==> config.mk <==
export PLATFORM = sky130hd
export DESIGN_NAME = issue_stage
export DESIGN_NICKNAME = d
export VERILOG_FILES = /design/src/rtl/core_pkg.sv /design/src/rtl/issue_stage.sv
export SDC_FILE = /design/constraint.sdc
export NUM_CORES = 2
export LEC_CHECK = 0
export ABC_AREA = 0
export BUFFER_PORTS_ARGS = -buffer_cell sky130_fd_sc_hd__buf_4
export CAP_MARGIN = 15
export CELL_PAD_IN_SITES_DETAIL_PLACEMENT = 2
export CELL_PAD_IN_SITES_GLOBAL_PLACEMENT = 2
export CORE_ASPECT_RATIO = 0.75
export CORE_MARGIN = 5
export CORE_UTILIZATION = 44
export DETAILED_ROUTE_END_ITERATION = 10
export GPL_TIMING_DRIVEN = 1
export PLACE_DENSITY = 0.82
export SYNTH_ARGS = -nofsm -noshare
export SYNTH_HDL_FRONTEND = slang
export SYNTH_SLANG_ARGS = --single-unit
==> constraint.sdc <==
create_clock -name clock -period 3.2 [get_ports clock]
set_input_delay 0.32 -clock clock [delete_from_list [all_inputs] [get_ports clock]]
set_output_delay 0.32 -clock clock [all_outputs]
set_load 0.1 [all_outputs]
==> src/rtl/core_pkg.sv <==
package core_pkg;

    localparam int N_UNITS       = 4;
    localparam int REG_COUNT     = 32;
    localparam int REG_AW        = $clog2(REG_COUNT);
    localparam int ALU_LATENCY   = 1;
    localparam int SHIFT_LATENCY = 3;
    localparam int LAT_W         = $clog2(SHIFT_LATENCY + 1);

    typedef enum logic [5:0] {
        op_rtype = 6'h00,
        op_j     = 6'h02,
        op_beq   = 6'h04,
        op_bne   = 6'h05,
        op_blez  = 6'h06,
        op_bgtz  = 6'h07,
        op_addiu = 6'h09,
        op_slti  = 6'h0a,
        op_sltiu = 6'h0b,
        op_andi  = 6'h0c,
        op_ori   = 6'h0d,
        op_xori  = 6'h0e,
        op_lui   = 6'h0f
    } opcode_e;

    typedef enum logic [5:0] {
        fn_sll  = 6'h00,
        fn_srl  = 6'h02,
        fn_sra  = 6'h03,
        fn_addu = 6'h21,
        fn_subu = 6'h23,
        fn_and  = 6'h24,
        fn_or   = 6'h25,
        fn_xor  = 6'h26,
        fn_nor  = 6'h27,
        fn_slt  = 6'h2a,
        fn_sltu = 6'h2b
    } funct_e;

    typedef enum logic [3:0] {
        alu_add, alu_sub, alu_and, alu_or, alu_xor, alu_nor,
        alu_slt, alu_sltu, alu_sll, alu_srl, alu_sra, alu_lui
    } alu_op_e;

    typedef enum logic [2:0] {
        cmp_none, cmp_jump, cmp_eq, cmp_ne, cmp_lez, cmp_gtz
    } cmp_kind_e;

    typedef struct packed {
        alu_op_e   alu_op;
        logic      use_imm;
        logic      zero_ext;
        logic      is_shift;
        logic      writes_reg;
        logic      dest_is_rd;
        cmp_kind_e cmp_kind;
    } decoded_op_t;

    typedef struct packed {
        alu_op_e           alu_op;
        logic              is_shift;
        logic              use_imm;
        logic              writes_reg;
        logic [REG_AW-1:0] dest;
        logic [REG_AW-1:0] src_a;
        logic [REG_AW-1:0] src_b;
        logic [4:0]        shamt;
        logic [31:0]       imm;
    } issue_packet_t;

    typedef struct packed {
        alu_op_e           alu_op;
        logic              is_shift;
        logic [REG_AW-1:0] dest;
        logic [31:0]       opnd_a;
        logic [31:0]       opnd_b;
        logic [4:0]        shamt;
    } exec_op_t;

    typedef struct packed {
        logic [REG_AW-1:0] dest;
        logic [31:0]       value;
    } exec_result_t;

endpackage
==> src/rtl/issue_stage.sv <==
`timescale 1ns/100ps

module issue_stage import core_pkg::*; (
    input  logic               clock,
    input  logic               reset,
    input  logic               pkt_valid,
    input  issue_packet_t      pkt,
    input  logic [REG_AW-1:0]  rs_addr,
    input  logic [REG_AW-1:0]  rt_addr,
    input  logic [N_UNITS-1:0] unit_busy,
    input  logic               wb_en,
    input  logic [REG_AW-1:0]  wb_dest,
    input  logic [31:0]        wb_value,
    output logic [31:0]        rs_data,
    output logic [31:0]        rt_data,
    output logic               rs_busy,
    output logic               rt_busy,
    output logic               iss_stall,
    output logic [N_UNITS-1:0] disp,
    output exec_op_t           disp_op
);

    logic [31:0]          regs [REG_COUNT];
    logic [REG_COUNT-1:0] busy_bits;
    logic [N_UNITS-1:0]   free_pick;
    logic                 any_free;
    logic                 src_ready;
    logic                 dispatch;

    // Register 0 is never written, so it reads zero and is never busy
    assign rs_data = regs[rs_addr];
    assign rt_data = regs[rt_addr];
    assign rs_busy = busy_bits[rs_addr];
    assign rt_busy = busy_bits[rt_addr];

    // Lowest free unit
    always_comb begin
        free_pick = '0;
        for (int i = N_UNITS - 1; i >= 0; i--) begin
            if (!unit_busy[i]) begin
                free_pick    = '0;
                free_pick[i] = 1'b1;
            end
        end
    end

    assign any_free  = |free_pick;
    assign src_ready = !busy_bits[pkt.src_a] && (pkt.use_imm || !busy_bits[pkt.src_b]);
    assign dispatch  = pkt_valid && src_ready && !busy_bits[pkt.dest] && any_free;
    assign iss_stall = pkt_valid && !dispatch;
    assign disp      = dispatch ? free_pick : '0;

    always_comb begin
        disp_op          = '0;
        disp_op.alu_op   = pkt.alu_op;
        disp_op.is_shift = pkt.is_shift;
        disp_op.dest     = pkt.dest;
        disp_op.opnd_a   = regs[pkt.src_a];
        disp_op.opnd_b   = pkt.use_imm ? pkt.imm : regs[pkt.src_b];
        disp_op.shamt    = pkt.shamt;
    end

    always_ff @(posedge clock or negedge reset) begin
        if (!reset) begin
            for (int r = 0; r < REG_COUNT; r++) begin
                regs[r] <= '0;
            end
        end else if (wb_en && wb_dest != '0) begin
            regs[wb_dest] <= wb_value;
        end
    end

    // Scoreboard: clear on writeback, set on dispatch
    always_ff @(posedge clock or negedge reset) begin
        if (!reset) begin
            busy_bits <= '0;
        end else begin
            if (wb_en) begin
                busy_bits[wb_dest] <= 1'b0;
            end
            if (dispatch && pkt.writes_reg && pkt.dest != '0) begin
                busy_bits[pkt.dest] <= 1'b1;
            end
        end
    end

endmodule

## Yosys cells after proc, flatten, opt, wreduce, memory -nomap -nowiden

Index checks and enable logic that the tools add are counted.

| word-level totals | value |
|---|---|
| bits in registers | 1056 |

| operators by class | value |
|---|---|
| multiplexer cells | 37 |
| order comparisons | 14 |
| bitwise operators | 8 |
| reduce and logical (&&, ||, !) cells | 19 |

Operator list:

| kind | count |
|---|---|
| bitwise mux 1024 bit | 1 |
| binary-select mux 32 bit (select 5 bit) | 4 |
| 2-to-1 mux 32 bit | 12 |
| demux 32 bit (select 5 bit) | 1 |
| < comparator 5 x 6 -> 1 bit (second input constant) | 6 |
| AND 32 bit | 1 |
| inverter 32 bit | 1 |
| OR 32 bit | 1 |
| >= comparator 6 bit (second input constant) | 5 |
| inverter 5 -> 6 bit | 5 |
| binary-select mux 1 bit (select 5 bit) | 5 |
| 2-to-1 mux 4 bit | 5 |
| logical AND 1 bit | 11 |
| demux 1 bit (select 5 bit) | 2 |
| >= comparator 5 x 1 -> 1 bit (second input constant) | 2 |
| nonzero test 5 bit | 2 |
| 2-to-1 mux 1 bit | 7 |
| < comparator 6 x 1 -> 1 bit (second input constant) | 1 |
| logical NOT 1 bit | 4 |
| OR reduction 4 bit | 1 |
| logical OR 1 bit | 1 |

## Logic depth before layout (Yosys ltp)

| logic depth | value |
|---|---|
| word-level depth | 11 |
| depth in mapped cells | 10 |
| mapped depth without buffers | 6 |

## Worst setup path before layout

OpenSTA, ideal clock, no wires.

| timing | value |
|---|---|
| path kind | input port to output port |
| start point | input pkt[47] (netlist name) |
| end point | output disp[1] |
| path buffers | 3 |
| stages on the path | 9 |
| arrival time | 4.654 ns |
| slack | -1.774 ns |
| cells stage by stage | buf_2 > mux4_2 > a22oi_1 > nand2_1 > or4_1 > or3_1 > buf_6 > clkbuf_1 > nor3b_1 |

| between the ends | value |
|---|---|
| cells in the longest elaborated chain, start to end | 6 |

Ends and longest elaborated chain:

| element | line | source |
|---|---|---|
| start, declared | issue_stage.sv:7 | `input issue_packet_t pkt,` |
| binary-select mux 1 bit (select 5 bit) | issue_stage.sv:49 | `assign dispatch = pkt_valid && src_ready && !busy_bits[pkt.dest] && any_free;` |
| 2-to-1 mux 1 bit (not written as such) | issue_stage.sv:49 |  |
| logical NOT 1 bit | issue_stage.sv:49 |  |
| logical AND 1 bit (2 in a row) | issue_stage.sv:49 |  |
| 2-to-1 mux 4 bit | issue_stage.sv:51 | `assign disp = dispatch ? free_pick : '0;` |
| end, declared | issue_stage.sv:19 | `output logic [N_UNITS-1:0] disp,` |

No other way between the ends. The select of a mux whose other input is x is not followed.

## Final worst setup path

| timing | value |
|---|---|
| start point | register busy_bits[21] |
| end point | output disp[3] |

| between the ends | value |
|---|---|
| cells in the longest elaborated chain, start to end | 9 |

Ends and longest elaborated chain:

| element | line | source |
|---|---|---|
| start, declared | issue_stage.sv:24 | `logic [REG_COUNT-1:0] busy_bits;` |
| start signal, assigned | issue_stage.sv:76 | `busy_bits <= '0;` |
| start signal, assigned by index | issue_stage.sv:79 | `busy_bits[wb_dest] <= 1'b0;` |
| start signal, assigned by index | issue_stage.sv:82 | `busy_bits[pkt.dest] <= 1'b1;` |
| binary-select mux 1 bit (select 5 bit) | issue_stage.sv:48 | `assign src_ready = !busy_bits[pkt.src_a] && (pkt.use_imm \|\| !busy_bits[pkt.src_b]);` |
| 2-to-1 mux 1 bit (not written as such) | issue_stage.sv:48 |  |
| logical NOT 1 bit | issue_stage.sv:48 |  |
| logical OR 1 bit | issue_stage.sv:48 |  |
| logical AND 1 bit | issue_stage.sv:48 |  |
| logical AND 1 bit | issue_stage.sv:49 |  |
| logical AND 1 bit (*) (2 in a row) | issue_stage.sv:49 |  |
| 2-to-1 mux 4 bit (*) | issue_stage.sv:51 |  |

Mark *: on every way between the ends. The rest lies on a longest branch, timed or not. The select of a mux whose other input is x is not followed.

==> flow_summary.yaml <==
outcome:
  outcome: "finished, violations left"
  violations: "slew limit, setup timing"
global_route:
  grt_overflow_total: 0
  grt_usage_pct: 42.87
  grt_pass1_vias: 61370
  grt_max_degree: 83
  grt_pass1_wl_um: 525800
  antenna_found_initial: 36
worst_setup_path:
  critPathMaxFanout: 7
  critPathKind: "register to output port"
  critical_path_required_ns: 2.88
  start_kind: "register"
  endpoint_kind: "output port"
  cp.arrival_ns: 3.78
floorplanning:
  die_h_um: 361.8
  placeableCoreArea_mm2: 0.1645
  initial_core_util_pct: 44.14
  rows: 129
  ioPinCount: 264
  die_w_um: 479.0
  die_area_mm2: 0.1733
timing:
  rsz0062_at_grt: "yes"
  worst_pin_slew_ns: 1.513
  worst_slack_ns: -0.9033
  setup_viol: 114
  slew_headroom_pct: -0.8404
  max_freq_mhz: 243.7
  worst_hold_slack_ns: 0.05528
  drv_slew: 28
  fin_skew_ns: 0.04919
  final_hold_viol_count: 0
  finalCriticalPeriod_ns: 4.103
  fin_tns_setup_ns: -14.24
  fin_crit_sh_pct: 128.2
drt:
  dr_total_vias: 60320
  vias_per_cell: 8.705
  dr.first_iter.drc_count: 9893
  wl_per_cell_um: 59.45
  first_pass_iters: 6
  finalWirelength_um: 411900
  antenna_left: 0
  drc_errors: 0
synth:
  syn_nets: 4477
  syn_avg_cell_area_um2: 16.64
  yosys-top-cells-area: "mux4_2 41%, dfrtp_1 36%, mux2_2 17%"
  synth_top_area_cell: "mux4_2"
  syn-cell-area_mm2: 0.07260
  ys.flop_type: "dfrtp_1"
  synthDistinctLibCells: 48
  syn_inst: 4363
  synth_top_area_share_pct: 40.80
  async_flop_share_pct: 100.0
  yosysSeqAreaShare_pct: 36.40
  ys.warnings.count: 0
  synth_seq_cells: 1056
  synth_edf_count: 0
power_and_ir_drop:
  p_leak_nw: 35.17
  power_mw: 59.53
  power_density_mw_per_mm2: 680.1
  vdd_drop_max_v: 0.0005765
clock_tree:
  cts_tree: "yes"
  htreeDepth: 3
  worst_skew_pair.late_latency_ns: 0.81
  cts_sinks: 1056
  cts_made_buffers: 117
  clock_path_buffers: 3
  clk_pin_slew_worst_paths_ns: 0.08
  root_buffer: "clkbuf_16"
cells_and_area:
  final_nets: 4767
  final_cells: 6929
  fin_util_pct: 53.22
  fillers: 13730
  syn_to_final_growth_pct: 20.57
  drive_gt1_share_pct: 77.26
  final_area_mm2: 0.08753
job:
  drv_cap: 0
place:
  place_congestion: 0.8961
  dp_cells: 6540
  dpl.hpwl_um: 196600
  placed_area_mm2: 0.08008
  io_buffers: 243
  dp_slack_ns: -0.1492
hold_path:
  min-delay-path-class: "input pin to register"
==> critical path, cell delays in order, from the launching register on <==
cell and delay [ns]:
dfrtp_2 0.46, mux4_2 0.53, mux2i_1 0.23, a211oi_1 0.12, or4_4 0.49, or3_4 0.49, nor4b_4 0.35, buf_6 0.28
==> sequential cells by signal, indices dropped and copies added, names as in the netlist <==
| signal | count |
|---|---|
| regs | 1024 |
| busy_bits | 32 |
==> path summary, 6_finish.rpt <==
kind                                    start            to  slack [ns]  depth (start not counted)
worst max-delay path            busy_bits[21]       disp[3]       -0.90                          7
worst min-delay path              wb_value[3]     regs[707]        0.06                          2
worst max register to register  busy_bits[21]  busy_bits[9]       -0.01                          7
worst min register to register     regs[1001]    regs[1001]        0.45                          0
min in group asynchronous               reset     regs[476]        0.18                          2
max in group asynchronous               reset     regs[782]        1.69                          4
==> power by group <==
group	internal (mW)	leakage, nW	switching, mW
Combinational	10.7	19.9	11.9
Sequential	15.9	13.3	5.04
Clock	8.60	2.03	7.43
==> placed cells by master (no fill, tap or decap), drive strengths merged, types with 3 or more instances in the layout <==
cell         Yosys  final
and3             3      3
and3b            5      5
buf            158    737
bufinv           0     18
clkbuf         415    149
clkinv           1     40
clkinvlp         0     13
dfrtp         1056   1056
diode            0     15
dlygate4sd3      0      3
inv              3      7
mux2          1097   1097
mux2i           46     46
mux4          1316   1316
nand2           72     72
nand3           29     29
nand3b          10     10
nand4            5      5
nor2            24     24
nor2b            3      3
nor3b            7      7
o21ai           71     71
o41ai            9      9
or3              3      3
==> kinds of logic (layout without fill, tap and decap cells) <==
group / Yosys count / after routing / share of synthesized area [%]
other: 0 / 15 / 0
AND/OR/NAND/NOR: 174 / 174 / 1.194
AO/OA/AOI/OAI: 97 / 97 / 0.8084
flip-flops: 1056 / 1056 / 36.40
buffers and inverters: 577 / 967 / 3.114
multiplexers: 2459 / 2459 / 58.48
==> Yosys cell counts (3+ instances only) <==
cell and count:
mux2i_1 46, nand4_1 5, or3_1 3, nor3b_1 7, nand3b_1 10, buf_1 132, buf_4 15, and3_1 3
o41ai_1 7, o21ai_0 71, buf_2 7, mux2_2 1097, mux4_2 1315, nand2_1 72, inv_1 3, nand3_1 29
and3b_1 5, clkbuf_1 415, buf_6 4, dfrtp_1 1056, nor2_1 24, nor2b_1 3
==> area by class of cell <==
type	count	area (µm²)	share of cell area (%)
well taps	2161	2704	3.089
repair buffers	744	9011	10.30
diodes	15	37.54	0.04288
clock inverters	74	973.4	1.112
inverters	4	16.27	0.01858
clock buffers	145	3193	3.648
multi-input cells	2730	44910	51.30
flip-flops and latches	1056	26690	30.49
==> per-layer routing <==
| metal | global-route usage, % | part of all wire [%] |
|---|---|---|
| met1 | 50.63 | 31 |
| met2 | 64.94 | 44 |
| met3 | 14.23 | 14 |
| met4 | 33.55 | 11 |
| met5 | 0 | 0.064 |
==> what timing repair did <==
item	in CTS	in global routing
gates resized for setup	307	310
setup endpoints to repair	87	96
hold buffers	3	0
endpoints found under the hold margin	41	0
setup buffers	64	90
gates cloned	0	4
pin swaps	3	7
No activity file was read; power rests on OpenSTA's default activity.
