### config.mk
export PLATFORM = sky130hd
export DESIGN_NAME = decode_stage
export DESIGN_NICKNAME = d
export VERILOG_FILES = /design/src/rtl/core_pkg.sv /design/src/rtl/decode_stage.sv /design/src/rtl/decode_control.sv
export SDC_FILE = /design/constraint.sdc
export NUM_CORES = 1
export LEC_CHECK = 0
export BUFFER_PORTS_ARGS = -buffer_cell sky130_fd_sc_hd__clkbuf_2
export CORE_ASPECT_RATIO = 1.2
export CORE_MARGIN = 2
export CORE_UTILIZATION = 52
export CTS_BUF_LIST = sky130_fd_sc_hd__clkbuf_2
export CTS_CLUSTER_SIZE = 10
export DETAILED_ROUTE_END_ITERATION = 10
export HOLD_SLACK_MARGIN = 0.06
export PLACE_DENSITY = 0.95
export SYNTH_ARGS = -nofsm -noshare
export SYNTH_HDL_FRONTEND = slang
export SYNTH_SLANG_ARGS = --single-unit
### constraint.sdc
create_clock -name clock -period 10.1 [get_ports clock]
set_input_delay 2.02 -clock clock [delete_from_list [all_inputs] [get_ports clock]]
set_output_delay 2.02 -clock clock [all_outputs]
set_load 0.02 [all_outputs]
### src/rtl/core_pkg.sv
package core_pkg;

    localparam int N_UNITS       = 4;
    localparam int REG_COUNT     = 32;
    localparam int REG_AW        = $clog2(REG_COUNT);
    localparam int ALU_LATENCY   = 1;
    localparam int SHIFT_LATENCY = 3;
    localparam int LAT_W         = $clog2(SHIFT_LATENCY + 1);

    typedef enum logic [5:0] {
        op_rtype = 6'h00,
        op_j     = 6'h02,
        op_beq   = 6'h04,
        op_bne   = 6'h05,
        op_blez  = 6'h06,
        op_bgtz  = 6'h07,
        op_addiu = 6'h09,
        op_slti  = 6'h0a,
        op_sltiu = 6'h0b,
        op_andi  = 6'h0c,
        op_ori   = 6'h0d,
        op_xori  = 6'h0e,
        op_lui   = 6'h0f
    } opcode_e;

    typedef enum logic [5:0] {
        fn_sll  = 6'h00,
        fn_srl  = 6'h02,
        fn_sra  = 6'h03,
        fn_addu = 6'h21,
        fn_subu = 6'h23,
        fn_and  = 6'h24,
        fn_or   = 6'h25,
        fn_xor  = 6'h26,
        fn_nor  = 6'h27,
        fn_slt  = 6'h2a,
        fn_sltu = 6'h2b
    } funct_e;

    typedef enum logic [3:0] {
        alu_add, alu_sub, alu_and, alu_or, alu_xor, alu_nor,
        alu_slt, alu_sltu, alu_sll, alu_srl, alu_sra, alu_lui
    } alu_op_e;

    typedef enum logic [2:0] {
        cmp_none, cmp_jump, cmp_eq, cmp_ne, cmp_lez, cmp_gtz
    } cmp_kind_e;

    typedef struct packed {
        alu_op_e   alu_op;
        logic      use_imm;
        logic      zero_ext;
        logic      is_shift;
        logic      writes_reg;
        logic      dest_is_rd;
        cmp_kind_e cmp_kind;
    } decoded_op_t;

    typedef struct packed {
        alu_op_e           alu_op;
        logic              is_shift;
        logic              use_imm;
        logic              writes_reg;
        logic [REG_AW-1:0] dest;
        logic [REG_AW-1:0] src_a;
        logic [REG_AW-1:0] src_b;
        logic [4:0]        shamt;
        logic [31:0]       imm;
    } issue_packet_t;

    typedef struct packed {
        alu_op_e           alu_op;
        logic              is_shift;
        logic [REG_AW-1:0] dest;
        logic [31:0]       opnd_a;
        logic [31:0]       opnd_b;
        logic [4:0]        shamt;
    } exec_op_t;

    typedef struct packed {
        logic [REG_AW-1:0] dest;
        logic [31:0]       value;
    } exec_result_t;

endpackage
### src/rtl/decode_stage.sv
`timescale 1ns/100ps

module decode_stage import core_pkg::*; (
    input  logic              clock,
    input  logic              reset,
    input  logic              instr_valid,
    input  logic [31:0]       instr,
    input  logic [31:0]       next_pc,
    input  logic [31:0]       rs_data,
    input  logic [31:0]       rt_data,
    input  logic              rs_busy,
    input  logic              rt_busy,
    input  logic              iss_stall,
    output logic              stall,
    output logic              redirect,
    output logic [31:0]       redirect_target,
    output logic [REG_AW-1:0] rs_addr,
    output logic [REG_AW-1:0] rt_addr,
    output logic              pkt_valid,
    output issue_packet_t     pkt
);

    decoded_op_t       ctrl;
    logic [15:0]       imm16;
    logic [31:0]       imm_ext;
    logic [REG_AW-1:0] dest;
    logic              taken;
    logic              is_cond;
    logic              rs_hazard;
    logic              rt_hazard;
    logic              branch_hold;
    logic              accept;
    issue_packet_t     next_pkt;

    decode_control u_control (
        .op   (opcode_e'(instr[31:26])),
        .fn   (funct_e'(instr[5:0])),
        .ctrl (ctrl)
    );

    assign rs_addr = instr[25:21];
    assign rt_addr = instr[20:16];
    assign imm16   = instr[15:0];
    assign dest    = ctrl.dest_is_rd ? instr[15:11] : instr[20:16];

    always_comb begin
        if (ctrl.alu_op == alu_lui)
            imm_ext = {imm16, 16'h0000};
        else if (ctrl.zero_ext)
            imm_ext = {16'h0000, imm16};
        else
            imm_ext = {{16{imm16[15]}}, imm16};
    end

    // Branch comparator
    always_comb begin
        case (ctrl.cmp_kind)
            cmp_jump: taken = 1'b1;
            cmp_eq:   taken = (rs_data == rt_data);
            cmp_ne:   taken = (rs_data != rt_data);
            cmp_lez:  taken = ($signed(rs_data) <= 0);
            cmp_gtz:  taken = ($signed(rs_data) > 0);
            default:  taken = 1'b0;
        endcase
    end

    // A packet waiting in front has not marked its destination busy yet
    assign rs_hazard   = rs_busy || (pkt_valid && pkt.writes_reg && pkt.dest == rs_addr);
    assign rt_hazard   = rt_busy || (pkt_valid && pkt.writes_reg && pkt.dest == rt_addr);
    assign is_cond     = ctrl.cmp_kind inside {cmp_eq, cmp_ne, cmp_lez, cmp_gtz};
    assign branch_hold = instr_valid && is_cond &&
                         (rs_hazard || (ctrl.cmp_kind inside {cmp_eq, cmp_ne} && rt_hazard));

    assign stall    = iss_stall || branch_hold;
    assign accept   = instr_valid && !stall;
    assign redirect = accept && taken;

    assign redirect_target = (ctrl.cmp_kind == cmp_jump) ?
                             {next_pc[31:28], instr[25:0], 2'b00} :
                             next_pc + {imm_ext[29:0], 2'b00};

    always_comb begin
        next_pkt            = '0;
        next_pkt.alu_op     = ctrl.alu_op;
        next_pkt.is_shift   = ctrl.is_shift;
        next_pkt.use_imm    = ctrl.use_imm;
        next_pkt.writes_reg = ctrl.writes_reg && (dest != '0);
        next_pkt.dest       = dest;
        next_pkt.src_a      = rs_addr;
        next_pkt.src_b      = rt_addr;
        next_pkt.shamt      = instr[10:6];
        next_pkt.imm        = imm_ext;
    end

    always_ff @(posedge clock or negedge reset) begin
        if (!reset) begin
            pkt_valid <= 1'b0;
        end else if (!iss_stall) begin
            pkt_valid <= accept && next_pkt.writes_reg;
        end
    end

    always_ff @(posedge clock) begin
        if (!iss_stall) begin
            pkt <= next_pkt;
        end
    end

endmodule

### src/rtl/decode_control.sv
`timescale 1ns/100ps

module decode_control import core_pkg::*; (
    input  opcode_e     op,
    input  funct_e      fn,
    output decoded_op_t ctrl
);

    always_comb begin
        // Anything unrecognised falls through as a no-op
        ctrl          = '0;
        ctrl.alu_op   = alu_add;
        ctrl.cmp_kind = cmp_none;

        case (op)
            op_rtype: begin
                ctrl.dest_is_rd = 1'b1;
                ctrl.writes_reg = 1'b1;
                case (fn)
                    fn_sll: begin
                        ctrl.alu_op   = alu_sll;
                        ctrl.is_shift = 1'b1;
                    end
                    fn_srl: begin
                        ctrl.alu_op   = alu_srl;
                        ctrl.is_shift = 1'b1;
                    end
                    fn_sra: begin
                        ctrl.alu_op   = alu_sra;
                        ctrl.is_shift = 1'b1;
                    end
                    fn_addu: ctrl.alu_op = alu_add;
                    fn_subu: ctrl.alu_op = alu_sub;
                    fn_and:  ctrl.alu_op = alu_and;
                    fn_or:   ctrl.alu_op = alu_or;
                    fn_xor:  ctrl.alu_op = alu_xor;
                    fn_nor:  ctrl.alu_op = alu_nor;
                    fn_slt:  ctrl.alu_op = alu_slt;
                    fn_sltu: ctrl.alu_op = alu_sltu;
                    default: ctrl.writes_reg = 1'b0;
                endcase
            end
            op_j:    ctrl.cmp_kind = cmp_jump;
            op_beq:  ctrl.cmp_kind = cmp_eq;
            op_bne:  ctrl.cmp_kind = cmp_ne;
            op_blez: ctrl.cmp_kind = cmp_lez;
            op_bgtz: ctrl.cmp_kind = cmp_gtz;
            op_addiu, op_slti, op_sltiu, op_andi, op_ori, op_xori, op_lui: begin
                ctrl.use_imm    = 1'b1;
                ctrl.writes_reg = 1'b1;
                case (op)
                    op_slti:  ctrl.alu_op = alu_slt;
                    op_sltiu: ctrl.alu_op = alu_sltu;
                    op_andi:  ctrl.alu_op = alu_and;
                    op_ori:   ctrl.alu_op = alu_or;
                    op_xori:  ctrl.alu_op = alu_xor;
                    op_lui:   ctrl.alu_op = alu_lui;
                    default:  ctrl.alu_op = alu_add;
                endcase
                // Logical immediates take the upper half as zero
                ctrl.zero_ext = (op == op_andi) || (op == op_ori) || (op == op_xori);
            end
        endcase
    end

endmodule

### After elaboration in Yosys (flattened, before gate mapping)

Index checks and enable logic that the tools add are counted.

* flip-flop bits (word level): 60
* input bits: 134
* output and inout bits: 104
* logic and storage cells: 84

* add/sub/neg operators: 1
* $lt $le $gt $ge: 2
* eq/ne operators: 32
* muxes and demuxes: 14
* reduce and logical (&&, ||, !) cells: 25

Operators by type and width (count)
* $mux 32: 3
* $eq 6x6->1 const B: 8
* $eq 6x4->1 const B: 7
* $pmux 4 s10: 1
* $add 32x32->32: 1
* $eq 32x32->1: 1
* $gt 32x1->1 const B: 1
* $le 32x1->1 const B: 1
* $ne 32x32->1: 1
* $eq 6x3->1 const B: 4
* $pmux 4 s6: 1
* $eq 6x2->1 const B: 3
* $pmux 3 s5: 1
* $logic_not 6->1: 2
* $reduce_or 11->1: 1
* $eq 5x5->1: 2
* $logic_and 1x1->1: 10
* $pmux 4 s2: 1
* $reduce_or 7->1: 1
* $eq 3x2->1 const B: 2
* $eq 3x3->1 const B: 2
* $logic_or 1x1->1: 6
* $mux 5: 1
* $pmux 1 s5: 1
* 10 further kinds: 12

### Longest topological paths before layout

* word-level depth: 11
* gate-level depth with buffers: 15
* gate-level depth less buffers: 14

### Cells and area by module

A second synthesis with hierarchy kept.

* cell total of the unflattened synthesis: 565
* area total of the unflattened synthesis: 5144.9 µm²

Modules (own cells, without submodules)
* decode_stage: instances 1, cells each 508, area an instance 4793.3 µm², sequential area each 1796.7 µm²
* decode_control: instances 1, cells each 57, area an instance 351.6 µm², sequential area each 0.0 µm²

### Worst setup path before layout

Ideal clock, no wire load.

* path type: input-to-output
* start point: in instr[31]
* end point: out redirect_target[26]
* arrival time: 5.470 ns
* required time: 8.080 ns
* setup slack: 2.610 ns
* stages on the path: 15
* buffers on the path: 1
* cells stage by stage: nor3b_1 > nand2_1 > nor2_1 > clkbuf_1 > nor2b_1 > ha_1 > fa_1 > a21oi_1 > o211ai_1 > and2_1 > a22oi_1 > a31oi_2 > o21a_1 > o21a_1 > o31ai_1

* elaborated cells on any way between the ends: 26
* classes of those cells: add/sub: 1; eq/ne: 14; mux: 7; reduce/logical: 4

RTL lines
* from (decl): RTL line decode_stage.sv:7 `input logic [31:0] instr,`
* $eq 6x4->1 (on tied branches): RTL line decode_control.sv:15, decode_control.sv:51
* $pmux 4 s6 / $reduce_or 7->1 (equally long branches): RTL line decode_control.sv:51, decode_control.sv:15
* $pmux 4 s2 (*): RTL line decode_control.sv:15 `case (op)`
* $eq 4x4->1 (*): RTL line decode_stage.sv:47 `if (ctrl.alu_op == alu_lui)`
* $mux 32 (*): RTL line decode_stage.sv:47
* net imm_ext[0]: RTL line decode_stage.sv:25 `logic [31:0] imm_ext;`
* $add 32x32->32 (*): RTL line decode_stage.sv:80 `next_pc + {imm_ext[29:0], 2'b00};`
* $mux 32 (*): RTL line decode_stage.sv:78 `assign redirect_target = (ctrl.cmp_kind == cmp_jump) ?`
* to (decl): RTL line decode_stage.sv:16 `output logic [31:0] redirect_target,`

The timed path passes the listed nets; every way through them passes the cells marked *.

### Worst setup path after layout

* start point: in instr[31]
* end point: out redirect_target[28]

The elaborated chain is that of the path after synthesis.

==> impl_metrics.tcl <==
set metrics [dict create \
    post_cts_buffers 0 \
    fp.dieH_um 111 \
    power_mw 0.787 \
    path_common_cell "clkbuf_2" \
    clockBufferDepth 2 \
    io_pins 238 \
    areaGrowthSynthToFinish_pct 26.5 \
    final_nets 932 \
    setup_tns_ps 0 \
    worstSkewPairLatency_ps 500 \
    crit_path_top_delay_cell "nor3b_1" \
    grt_antenna_before_repair 1 \
    final_hold_viol_count 0 \
    worstHoldPathType "flop to flop" \
    min_period_ps 8040 \
    yosys_warnings 0 \
    die_area_sq_um 10400 \
    worst_hold_slack_ps 585 \
    initial_core_util 0.531 \
    drt_wl_total_mm 16.2 \
    fill_cells 787 \
    grt_max_degree 62 \
    clock-sinks 60 \
    slew_violations 0 \
    num_vias 5272 \
    wl_per_cell_um 18.1 \
    ys_ff_latch 60 \
    pwr_density_cell_nw_per_um2 124 \
    drive_gt1_frac 0.358 \
    fp.coreArea_sq_um 9420 \
    cts_root_buf "clkbuf_2" \
    track_usage 0.309 \
    critPathLaunchType "input pin" \
    antenna_left 0 \
    cts_max_level 3 \
    vdd_drop_max_mv 0.0808 \
    syn-cell-area_sq_um 5000 \
    drt-initial-drc-count 526 \
    cts_hold_buffers 0 \
    avgSynthCellArea_sq_um 9.18 \
    clk_pin_slew_ps 150 \
    overflow 0 \
    leakage_nw 3.00 \
    crit_chain "clkbuf_2, nor3b_1, nand2_1, nor2_2, buf_4, nor2b_1, ha_1, fa_1, a21oi_1, o211ai_1, and2_1, a22oi_1, a31oi_2, o41ai_1, mux2i_1, nand3_1, clkbuf_2" \
    ys.flop_type "edfxtp_1" \
    drc 0 \
    synth-async-reset-ratio 0.0167 \
    grt_pass1_wl_mm 25.1 \
    worstSetupPathType "input pin to output port" \
    drv_cap 0 \
    drt-vias-per-instance 5.88 \
    arrival_ps 6020 \
    rsz0062_at_grt "no" \
    chipWidth_um 93.5 \
    cts_inserted_buffers 9 \
    synth_cell_type_count 55 \
    fin_crit_sh 0.796 \
    gp_congestion 0.964 \
    crit_path_max_incr_delay_ps 540 \
    hold_depth 1 \
    ys_seq_area_frac 0.359 \
    fmax_mhz 124 \
    cp.required_ps 8080 \
    cts_resized 0 \
    synth_fp_nets 709 \
    rows 39 \
    worst_slew_pin_slew_ps 1160 \
    fin_util 0.672 \
    fin_skew_ps 6.39 \
    reg2reg_depth 7 \
    netlist_top_cells_area "edfxtp_1 35%, xor2_1 8.9%, ha_1 7.3%" \
    yosys.area.top_type "edfxtp_1" \
    synth_edf_count 59 \
    end_kind "output port" \
    setup_viol 0 \
    maxSlewHeadroom 0.224 \
    first_pass_iters 6 \
    grt_pass1_vias 5042 \
    yosysTopAreaCellShare 0.354 \
    cp_max_fo 32 \
    hpwlAfterDp_mm 13.0 \
    tritoncts "built" \
    port_buffers 237 \
    status "finished, final reports clean" \
    synth_cells 545 \
]
[final timing paths]
check | startpoint | to | slack, ps
max | instr[31] | redirect_target[28] | 2060
min | pkt_valid | pkt_valid | 590
max reg2reg | pkt[50] | pkt_valid | 8160
min reg2reg | pkt_valid | pkt_valid | 590
max in group asynchronous | reset | pkt_valid | 8750
min in group asynchronous | reset | pkt_valid | 1260
[critical path: cells and delay by family]
kind	cells	cell delay (ps)
AO/OA/AOI/OAI	5	1200
adder cells (fa/ha/maj)	2	660
buffers and inverters	3	590
multiplexers	1	260
AND/OR/NAND/NOR	6	1270
[placed cells by master, fill, tap and decap left out, types with 15 or more instances in the layout]
master    instances
a21o_1           25
a21oi_1          45
clkbuf_2        250
edfxtp_1         59
ha_1             29
inv_1            18
nand2_1          45
nor2_1           40
nor2b_1          18
nor4_1           20
o21ai_0          33
xnor2_1          15
xor2_1           51
[registers in the layout, indices dropped and copies added (netlist names)]
register   flops
pkt           59
pkt_valid      1
[per-layer routing]
metal	GRT usage	part of all wire
met1	0.363	0.38
met2	0.542	0.50
met3	0.0460	0.073
met4	0.153	0.049
met5	0	0
[power by group]
group          internal, mW  switching, mW  total (mW)  leakage (nW)
Combinational         0.124          0.212       0.336          2.33
Sequential            0.295        0.00819       0.304         0.589
Clock                0.0603         0.0873       0.148        0.0736
[Yosys cell counts, drive strengths merged (2+ instances only)]
library cell  instances
o21ai                35
and2                  6
nand3                10
o21bai                3
nor2b                18
nor3                 11
xor2                 51
o22ai                 2
a21o                 25
ha                   29
nor2                 42
nor3b                 5
nor4                 20
inv                  19
o21a                  6
a31oi                 6
mux2i                 3
a21boi                3
a41oi                 3
o211ai                6
and3                  6
nand2                45
edfxtp               59
nand4                 9
xnor2                15
or2                   2
clkbuf               16
buf                  12
o31ai                 6
a21oi                46
mux2                  5
a211oi                8
[stage by stage]
stage,area [sq um],instances,setup slack [ps]
4_1_cts,6320,896,2150
5_1_grt,6330,897,1760
3_3_place_gp,6220,880,2390
3_5_place_dp,6220,880,2170
2_1_floorplan,5000,545,2610
6_report,6330,897,2060
[final cells by class]
cell class,instances,area (sq um),area share
antenna,1,2.50,0.000395
clock buffer,13,65.1,0.0103
clock inverter,3,38.8,0.00613
inverter,19,71.3,0.0113
multi-input combinational,438,2990,0.473
sequential,60,1800,0.284
tap,123,154,0.0243
timing repair buffer,240,1210,0.191
[cells by family (layout without fill, tap and decap cells)]
group	Yosys count	in the layout	share of synthesized area
xor gates and xnor gates	66	66	0.116
DFF	60	60	0.359
and+or+nand+nor	176	176	0.178
buffers and inverters	47	275	0.0433
AOI/OAI and AO/OA	158	158	0.210
adders and majority gates	30	30	0.0766
muxes	8	8	0.0173
other	0	1	0
Note: power is estimated with default switching activity, not from simulation.
