### src/rtl/core_pkg.sv
package core_pkg;

    localparam int N_UNITS       = 4;
    localparam int REG_COUNT     = 32;
    localparam int REG_AW        = $clog2(REG_COUNT);
    localparam int ALU_LATENCY   = 1;
    localparam int SHIFT_LATENCY = 3;
    localparam int LAT_W         = $clog2(SHIFT_LATENCY + 1);

    typedef enum logic [5:0] {
        op_rtype = 6'h00,
        op_j     = 6'h02,
        op_beq   = 6'h04,
        op_bne   = 6'h05,
        op_blez  = 6'h06,
        op_bgtz  = 6'h07,
        op_addiu = 6'h09,
        op_slti  = 6'h0a,
        op_sltiu = 6'h0b,
        op_andi  = 6'h0c,
        op_ori   = 6'h0d,
        op_xori  = 6'h0e,
        op_lui   = 6'h0f
    } opcode_e;

    typedef enum logic [5:0] {
        fn_sll  = 6'h00,
        fn_srl  = 6'h02,
        fn_sra  = 6'h03,
        fn_addu = 6'h21,
        fn_subu = 6'h23,
        fn_and  = 6'h24,
        fn_or   = 6'h25,
        fn_xor  = 6'h26,
        fn_nor  = 6'h27,
        fn_slt  = 6'h2a,
        fn_sltu = 6'h2b
    } funct_e;

    typedef enum logic [3:0] {
        alu_add, alu_sub, alu_and, alu_or, alu_xor, alu_nor,
        alu_slt, alu_sltu, alu_sll, alu_srl, alu_sra, alu_lui
    } alu_op_e;

    typedef enum logic [2:0] {
        cmp_none, cmp_jump, cmp_eq, cmp_ne, cmp_lez, cmp_gtz
    } cmp_kind_e;

    typedef struct packed {
        alu_op_e   alu_op;
        logic      use_imm;
        logic      zero_ext;
        logic      is_shift;
        logic      writes_reg;
        logic      dest_is_rd;
        cmp_kind_e cmp_kind;
    } decoded_op_t;

    typedef struct packed {
        alu_op_e           alu_op;
        logic              is_shift;
        logic              use_imm;
        logic              writes_reg;
        logic [REG_AW-1:0] dest;
        logic [REG_AW-1:0] src_a;
        logic [REG_AW-1:0] src_b;
        logic [4:0]        shamt;
        logic [31:0]       imm;
    } issue_packet_t;

    typedef struct packed {
        alu_op_e           alu_op;
        logic              is_shift;
        logic [REG_AW-1:0] dest;
        logic [31:0]       opnd_a;
        logic [31:0]       opnd_b;
        logic [4:0]        shamt;
    } exec_op_t;

    typedef struct packed {
        logic [REG_AW-1:0] dest;
        logic [31:0]       value;
    } exec_result_t;

endpackage
### src/rtl/writeback_collector.sv
`timescale 1ns/100ps

module writeback_collector import core_pkg::*; (
    input  logic               clock,
    input  logic               reset,
    input  logic [N_UNITS-1:0] done,
    input  exec_result_t       results [N_UNITS],
    output logic [N_UNITS-1:0] grant,
    output logic               wb_en,
    output logic [REG_AW-1:0]  wb_dest,
    output logic [31:0]        wb_value
);

    logic [N_UNITS-1:0] pick;
    exec_result_t       chosen;
    logic               armed;

    // Lowest index wins
    always_comb begin
        pick   = '0;
        chosen = results[0];
        for (int i = N_UNITS - 1; i >= 0; i--) begin
            if (done[i]) begin
                pick    = '0;
                pick[i] = 1'b1;
                chosen  = results[i];
            end
        end
    end

    // No write port activity before the first clock out of reset
    always_ff @(posedge clock or negedge reset) begin
        if (!reset) begin
            armed <= 1'b0;
        end else begin
            armed <= 1'b1;
        end
    end

    assign grant    = armed ? pick : '0;
    assign wb_en    = armed && (|done);
    assign wb_dest  = chosen.dest;
    assign wb_value = chosen.value;

endmodule

### config.mk
export PLATFORM = sky130hd
export DESIGN_NAME = writeback_collector
export DESIGN_NICKNAME = d
export VERILOG_FILES = /design/src/rtl/core_pkg.sv /design/src/rtl/writeback_collector.sv
export SDC_FILE = /design/constraint.sdc
export NUM_CORES = 1
export LEC_CHECK = 0
export BUFFER_PORTS_ARGS = -buffer_cell sky130_fd_sc_hd__buf_2
export CORE_AREA = 5 5 73 75
export CTS_CLUSTER_SIZE = 14
export DETAILED_ROUTE_END_ITERATION = 10
export DIE_AREA = 0 0 78 80
export PLACE_DENSITY = 0.83
export SLEW_MARGIN = 15
export SYNTH_ARGS = -nofsm -noshare
export SYNTH_HDL_FRONTEND = slang
export SYNTH_SLANG_ARGS = --single-unit
### constraint.sdc
create_clock -name clock -period 4.6 [get_ports clock]
set_input_delay 0.92 -clock clock [delete_from_list [all_inputs] [get_ports clock]]
set_output_delay 0.92 -clock clock [all_outputs]
set_load 0.005 [all_outputs]
* Yosys cells after proc, flatten, opt, wreduce, memory -nomap -nowiden *
Cells that the tools add are included.

storage, ports and cells
  flip-flop bits (word level) = 1
  bits of input ports = 154
  output and inout bits = 42
  logic and storage cells = 12

cells by class
  mux-type cells = 9
  reduce and logical (&&, ||, !) cells = 2

operators by type and width
  kind                number
  two-way mux 37 bit  4
  two-way mux 4 bit   5
  OR reduction 4 bit  1
  logical AND 1 bit   1

* Logic depth before layout (Yosys ltp) *
Gate-level depths: netlist of the first run.

  depth after elaboration = 5
  mapped depth = 5
  depth with buffers taken out = 3

* Worst setup path before layout of the first run *
OpenSTA, ideal clock, no wires.

  path type = input -> output
  start = input port done[3]
  end = output port wb_value[6]
  arrival time = 1.842 ns
  required time = 3.680 ns
  slack = 1.838 ns
  stages = 5
  path buffers = 2
  cells stage by stage = nor2b_2 buf_6 buf_8 a221o_1 a32o_1

on the way
  word-level cells in the longest chain between the ends = 4

RTL lines
  element                          line                       source
  start: declaration               writeback_collector.sv:6   input logic [N_UNITS-1:0] done,
  two-way mux 37 bit (4 in a row)  writeback_collector.sv:23  if (done[i]) begin
  end: declaration                 writeback_collector.sv:11  output logic [31:0] wb_value

Every way passes these cells.

* Final worst setup path of the first run *
  start = input port done[2]
  end = output port wb_value[17]

on the way
  word-level cells in the longest chain between the ends = 3

RTL lines
  element                          line
  two-way mux 37 bit (3 in a row)  writeback_collector.sv:23

Every way passes these cells.

==> results.json, run 1 <==
{
  "grt_max_degree": 78,
  "finalNetCount": 479,
  "synth_cells": 150,
  "synth_top_family_by_area": "compound AO/OA/AOI/OAI gates",
  "rows": 25,
  "intPower_w": 0.000127,
  "grt.overflow.total": 0,
  "post-route-min-period_ns": 3.82,
  "drc": 0,
  "cts-hold-fix-buffers": 0,
  "final.period_utilization": 0.831,
  "hpwl_um": 4960,
  "p_leak_nw": 1.12,
  "path_class": "in2out",
  "postCtsSetupBuffers": 0,
  "yosys-top-cells-area": "a221o_1 (29%), a32o_1 (29%), nand2b_1 (18%)",
  "drtAntennaViolNets": 0,
  "ys_seq_area_frac": 0.0200,
  "combinationalPowerShare": 0.954,
  "largest_register_ffs": 1,
  "max_slew_margin": 0.446,
  "synth_edf_count": 0,
  "fp.dieW_um": 78,
  "rsz0062_at_grt": "no",
  "cp-start-kind": "primary input",
  "synth-async-reset-ratio": 1.00,
  "ys_ff_latch": 1,
  "fin_setup_tns_ns": 0,
  "yosys.area.top_type_share": 0.287,
  "final_core_util": 0.464,
  "antennaDiodeCount": 0,
  "start_util": 0.273,
  "p_clk_frac": 0,
  "synthAdderAreaFrac": 0,
  "fmax_mhz": 262,
  "clkTransAtPathRegs_ns": 0,
  "cts_resized": 0,
  "grt_pass1_vias": 2040,
  "vias": 2101,
  "status": "finished, final reports clean",
  "synthXorXnorAreaFrac": 0,
  "synth_area_um2": 1250,
  "routed_wl_um": 6400,
  "place_congestion": 0.821,
  "yosysUniqueCellTypes": 24,
  "syn_to_final_growth_pct": 70.3,
  "cp_max_fo": 41,
  "synth_nets": 304,
  "drive_gt1_frac": 0.619,
  "track_usage": 0.176,
  "hold_viol_final": 0,
  "top_regs": "armed x1",
  "synth.avg_cell_area_um2": 8.36,
  "required_ns": 3.68,
  "hold_class": "in2async",
  "setup_violations": 0,
  "grt_pass1_wl_um": 9540,
  "vdd_drop_max_mv": 0.0682,
  "yosys.area_share.simple": 0.233,
  "io_pins": 196,
  "synthMuxAreaShare": 0,
  "die_h_um": 80,
  "drt_iter0_markers": 96,
  "port_buffers": 195,
  "ys_warn_count": 0,
  "via_per_inst": 5.57,
  "wl_per_cell_um": 17.0,
  "antenna_found_initial": 0,
  "ys.flop_type": "dfrtp_1",
  "seqPwrFrac": 0.046,
  "switching_power_w": 0.0000894,
  "end_kind": "output port",
  "p_per_area_nw_per_um2": 102,
  "core_um2": 4600,
  "firstDrtPassIters": 5,
  "tightestPinTransition_ns": 0.828,
  "slew_viol_final": 0,
  "synth_compound_area_frac": 0.600,
  "switching_share": 0.412,
  "drv_cap": 0,
  "synth_area_leader_cell": "a221o_1",
  "top_register": "armed",
  "fp.dieArea_um2": 6240,
  "crit_arrival_ns": 2.90
}
[worst max-delay path: stages]
cell     delay [ns]
buf_2          0.34
nor2b_2        0.76
buf_4          0.36
a221o_1        0.21
a32o_1         0.17
buf_2          0.12
[cells by family after synthesis]
logic type / after synthesis
buf+inv: 25
other cells: 1
compound gates: 76
flops: 1
simple gates: 47
[Yosys cell counts (all sizes together), types with 2 or more instances]
cell and count:
a221o 36, a32o 36, and3 3, buf 20, clkbuf 3, nand2b 36, nor2 2, nor2b 2
[worst max path at each step]
stage | from | endpoint | depth (start not counted)
6_report | done[2] | wb_value[17] | 6
5_1_grt | done[2] | wb_value[28] | 6
4_1_cts | done[2] | wb_value[20] | 5
3_5_place_dp | done[2] | wb_value[20] | 5
3_3_place_gp | done[2] | wb_value[17] | 6
2_1_floorplan | done[3] | wb_value[6] | 5
[metrics by stage]
step	worst slack (ns)	instances	total power [W]	instance area (µm²)	hold WS, ns
4_1_cts	0.771	377	0.000217	2130	0.698
5_1_grt	0.689	377	0.000236	2130	0.701
6_report	0.780	377	0.000217	2130	0.696
3_3_place_gp	0.826	377	0.000212	2130	0.695
2_1_floorplan	1.84	150	0.000117	1250	0.624
3_5_place_dp	0.784	377	0.000216	2130	0.698
[placed cells by master (no fill, tap or decap), types with 2 or more instances in the layout]
master	instances
a221o_1	36
a32o_1	36
and3_1	3
buf_2	195
buf_4	2
nand2b_1	36
nor2_1	2
[power by group through the flow]
stage               Clock (W)  Sequential [W]  Combinational, W
global route                0      0.00000998          0.000226
CTS                         0      0.00000988          0.000208
global placement            0      0.00000985          0.000202
floorplan                   0      0.00000970          0.000108
detailed placement          0      0.00000989          0.000206
finish                      0      0.00000988          0.000207
[cell type report]
class	count	area, µm²
fill	472	2460
inverter	1	3.75
multi-input combinational	124	1050
sequential	1	25.0
tap	54	67.6
timing repair buffer	197	991
[per-layer routing]
| layer | GRT usage | part of all wire | up-vias |
|---|---|---|---|
| li1 | - | - | 998 |
| met3 | 0.0282 | 0.095 | 6 |
| met1 | 0.205 | 0.37 | 977 |
| met5 | 0 | 0 | - |
| met2 | 0.351 | 0.53 | 120 |
| met4 | 0.00169 | 0.0031 | 0 |
Note: power is estimated with default switching activity, not from simulation.
==> run 2, diff against run 1 <==
--- a/config.mk
+++ b/config.mk
@@ -6,11 +6,11 @@
 export NUM_CORES = 1
 export LEC_CHECK = 0
 export BUFFER_PORTS_ARGS = -buffer_cell sky130_fd_sc_hd__buf_2
-export CORE_AREA = 5 5 73 75
+export CORE_MARGIN = 5
+export CORE_UTILIZATION = 29
 export CTS_CLUSTER_SIZE = 14
 export DETAILED_ROUTE_END_ITERATION = 10
-export DIE_AREA = 0 0 78 80
-export PLACE_DENSITY = 0.83
+export PLACE_DENSITY = 0.86
 export SLEW_MARGIN = 15
 export SYNTH_ARGS = -nofsm -noshare
 export SYNTH_HDL_FRONTEND = slang
==> constraint.sdc (replaced) <==
create_clock -name clock -period 3.91 [get_ports clock]
set_input_delay 0.782 -clock clock [delete_from_list [all_inputs] [get_ports clock]]
set_output_delay 0.782 -clock clock [all_outputs]
set_load 0.005 [all_outputs]
==> results.json, run 2 (synthesis results as in run 1) <==
{
  "place_inst": 377,
  "drive_gt1_frac": 0.618,
  "crit_chain": "buf_2 > nor2b_2 > buf_4 > a221o_1 > a32o_1 > buf_2",
  "cts_resized": 0,
  "path_delay_family": "buffers and inverters",
  "p_leak_nw": 1.13,
  "grt_pass1_wl_um": 8510,
  "grt_pass1_vias": 1980,
  "worst-path-stages": 6,
  "vdd_drop_max_mv": 0.0810,
  "via_per_inst": 5.62,
  "final_core_util": 0.506,
  "drv_cap": 0,
  "crit_path_frequent_cell": "buf_2",
  "slew_viol_final": 0,
  "syn_to_final_growth_pct": 72.3,
  "place_congestion": 0.831,
  "hpwl_um": 4740,
  "path_buf_inv": 3,
  "crit_slowest_cell": "buf_2",
  "drc": 0,
  "top_register": "armed",
  "postCtsSetupBuffers": 0,
  "post_dp_cell_area_um2": 2160,
  "p_per_area_nw_per_um2": 118,
  "cp-startpoint": "done[2]",
  "fp.dieW_um": 75.8,
  "top_regs": "armed x1",
  "final.period_utilization": 0.832,
  "drtAntennaViolNets": 0,
  "end_kind": "output port",
  "required_ns": 3.13,
  "path_class": "in2out",
  "mostFrequentLayoutCells": "buf_2 (195), a221o_1 (36), nand2b_1 (36), a32o_1 (36)",
  "cp_max_fo": 41,
  "crit_arrival_ns": 2.47,
  "grt_max_degree": 47,
  "cts-hold-fix-buffers": 0,
  "endpoint": "wb_value[16]",
  "io_pins": 196,
  "max_slew_margin": 0.493,
  "routed_wl_um": 6100,
  "fmax_mhz": 307,
  "firstDrtPassIters": 4,
  "fin_setup_tns_ns": 0,
  "vias": 2120,
  "whs_ns": 0.557,
  "layout_commonest_cell": "buf_2",
  "track_usage": 0.180,
  "port_buffers": 195,
  "core_um2": 4260,
  "clkTransAtPathRegs_ns": 0,
  "largest_register_ffs": 1,
  "fp.dieArea_um2": 5740,
  "tightestPinTransition_ns": 0.761,
  "finalNetCount": 481,
  "start_util": 0.294,
  "wl_per_cell_um": 16.2,
  "antennaDiodeCount": 0,
  "final_cells": 377,
  "post-route-min-period_ns": 3.25,
  "cp-start-kind": "primary input",
  "cpPeakStageDelay_ns": 0.58,
  "die_h_um": 75.8,
  "setup_violations": 0,
  "grt.overflow.total": 0,
  "hold_class": "in2async",
  "design_area_um2": 2160,
  "hold_viol_final": 0,
  "drt_iter0_markers": 84,
  "status": "finished, final reports clean",
  "rows": 24,
  "rsz0062_at_grt": "no",
  "antenna_found_initial": 0
}
==> run 2: changes by cell type in the layout (fill, tap and decap cells not counted), sizes merged <==
cell  before  now
buf      197  199
==> run 2: final cells by class <==
class / count / area [µm²]
Inverter: 1 / 3.75
Timing Repair Buffer: 199 / 1020
Fill cell: 414 / 2100
Multi-Input combinational cell: 124 / 1050
Sequential cell: 1 / 25.0
Tap cell: 52 / 65.1
==> run 2: through the flow <==
| stage | worst slack, ns | power, W |
|---|---|---|
| 6_report | 0.657 | 0.000256 |
| 5_1_grt | 0.595 | 0.000280 |
| 4_1_cts | 0.669 | 0.000257 |
| 3_5_place_dp | 0.670 | 0.000256 |
| 3_3_place_gp | 0.721 | 0.000249 |
| 2_1_floorplan | 1.42 | 0.000138 |
==> run 2: metal layers <==
metal	wire, µm	vias to the layer above	global-route usage	part of all wire
met5	0	-	0	0
met4	14	0	0.00777	0.0023
met3	552	2	0.0158	0.091
met2	3240	110	0.373	0.53
met1	2290	1006	0.202	0.38
li1	-	1002	-	-
==> run 2: how the worst min path moves through the flow <==
stage                            to  slack, ns
global placement    armed$_DFF_PN0_       0.56
finish              armed$_DFF_PN0_       0.56
floorplan           armed$_DFF_PN0_       0.49
detailed placement  armed$_DFF_PN0_       0.56
CTS                 armed$_DFF_PN0_       0.56
global route        armed$_DFF_PN0_       0.56
==> run 2: report_power, final <==
part	switching, W	internal [W]
registers	0.000000509	0.0000111
clock network	0	0
logic	0.000103	0.000141
==> run 3, diff against run 2 <==
==> constraint.sdc (replaced) <==
create_clock -name clock -period 3.25 [get_ports clock]
set_input_delay 0.65 -clock clock [delete_from_list [all_inputs] [get_ports clock]]
set_output_delay 0.65 -clock clock [all_outputs]
set_load 0.005 [all_outputs]
==> results.json, run 3 (synthesis results as in run 1) <==
{
  "multi_input_area_um2": 1050,
  "fin_setup_tns_ns": 0,
  "mostFrequentLayoutCells": "buf_2 (195), a221o_1 (36), nand2b_1 (36), a32o_1 (36), buf_4 (5)",
  "status": "finished, final reports clean",
  "crit_chain": "buf_2 > nor2b_2 > buf_4 > a221o_1 > a32o_1 > buf_2",
  "syn_to_final_growth_pct": 73.5,
  "grt_pass1_wl_um": 8790,
  "p_leak_nw": 1.14,
  "top_regs": "armed x1",
  "io_pins": 196,
  "port_buffers": 195,
  "combinationalPowerShare": 0.955,
  "intPower_w": 0.000185,
  "track_usage": 0.186,
  "rsz0062_at_grt": "no",
  "place_congestion": 0.857,
  "start_util": 0.294,
  "end_kind": "output port",
  "crit_path_frequent_cell": "buf_2",
  "cp_max_fo": 37,
  "drtAntennaViolNets": 0,
  "grt.overflow.total": 0,
  "p_per_area_nw_per_um2": 143,
  "cts_resized": 0,
  "drive_gt1_frac": 0.621,
  "fp.dieArea_um2": 5740,
  "vdd_drop_max_mv": 0.0763,
  "core_um2": 4260,
  "path_class": "in2out",
  "required_ns": 2.60,
  "drv_cap": 0,
  "antenna_found_initial": 0,
  "rows": 24,
  "firstDrtPassIters": 4,
  "grt_pass1_vias": 2060,
  "setup_violations": 0,
  "post_dp_cell_area_um2": 2170,
  "clkTransAtPathRegs_ns": 0,
  "hpwl_um": 4910,
  "vias": 2105,
  "regArea_um2": 25.0,
  "cp-start-kind": "primary input",
  "post-route-min-period_ns": 2.69,
  "largest_register_ffs": 1,
  "drt_iter0_markers": 79,
  "switching_power_w": 0.000126,
  "seqPwrFrac": 0.045,
  "p_clk_frac": 0,
  "final.fill_count": 416,
  "design_area_um2": 2170,
  "via_per_inst": 5.55,
  "drc": 0,
  "finalNetCount": 483,
  "hold_viol_final": 0,
  "crit_arrival_ns": 2.04,
  "hold_class": "in2async",
  "slew_viol_final": 0,
  "routed_wl_um": 6310,
  "grt_max_degree": 57,
  "wl_per_cell_um": 16.6,
  "layout_commonest_cell": "buf_2",
  "crit_slowest_cell": "a221o_1",
  "final.period_utilization": 0.827,
  "cts-hold-fix-buffers": 0,
  "top_register": "armed",
  "fmax_mhz": 372,
  "die_h_um": 75.8,
  "postCtsSetupBuffers": 0,
  "switching_share": 0.405,
  "antennaDiodeCount": 0,
  "cpPeakStageDelay_ns": 0.34,
  "fp.dieW_um": 75.8
}
run 3: cell types whose count changed in the layout (fill, tap and decap cells not counted):
| cell | change |
|---|---|
| buf_4 | +2 |
run 3: routing by layer:
layer | share of wire | track usage | vias up
met1 | 0.37 | 0.216 | 988
met5 | 0 | 0 | -
li1 | - | - | 1006
met3 | 0.092 | 0.0145 | 2
met4 | 0.0033 | 0.0117 | 0
met2 | 0.53 | 0.378 | 109
run 3: final timing paths:
path	startpoint	slack [ns]	to	depth (start not counted)
worst max-delay path	done[2]	0.56	wb_value[8]	6
worst min-delay path	reset	0.43	armed$_DFF_PN0_	1
max in group asynchronous	reset	2.73	armed$_DFF_PN0_	1
min in group clock	armed$_DFF_PN0_	1.25	grant[0]	2
run 3: critical path, delay by kind of cell:
family	cells	cell delay [ns]
compound gates	2	0.59
simple gates	1	0.07
buf+inv	3	0.73
run 3: area by class of cell:
cell class	count	share of cell area
repair buffers	201	0.475
multi-input cells	124	0.482
flip-flops and latches	1	0.0115
well taps	52	0.0299
inverters	1	0.00173
run 3: power by group through the flow:
stage	Combinational, W	Clock, W	Sequential, W
after detailed placement	0.000297	0	0.0000140
after floorplan	0.000152	0	0.0000137
after global placement	0.000289	0	0.0000138
final	0.000297	0	0.0000140
after CTS	0.000298	0	0.0000140
after global routing	0.000325	0	0.0000141
run 3: per-stage QoR:
step	worst slack [ns]	std cells	hold slack [ns]	utilization	total power [W]
after floorplan	1.03	150	0.354	-	0.000166
after global placement	0.573	379	0.425	0.510	0.000303
after detailed placement	0.563	379	0.431	0.510	0.000311
after CTS	0.559	379	0.431	0.510	0.000312
after global routing	0.475	379	0.433	0.510	0.000339
final	0.563	379	0.429	0.510	0.000311
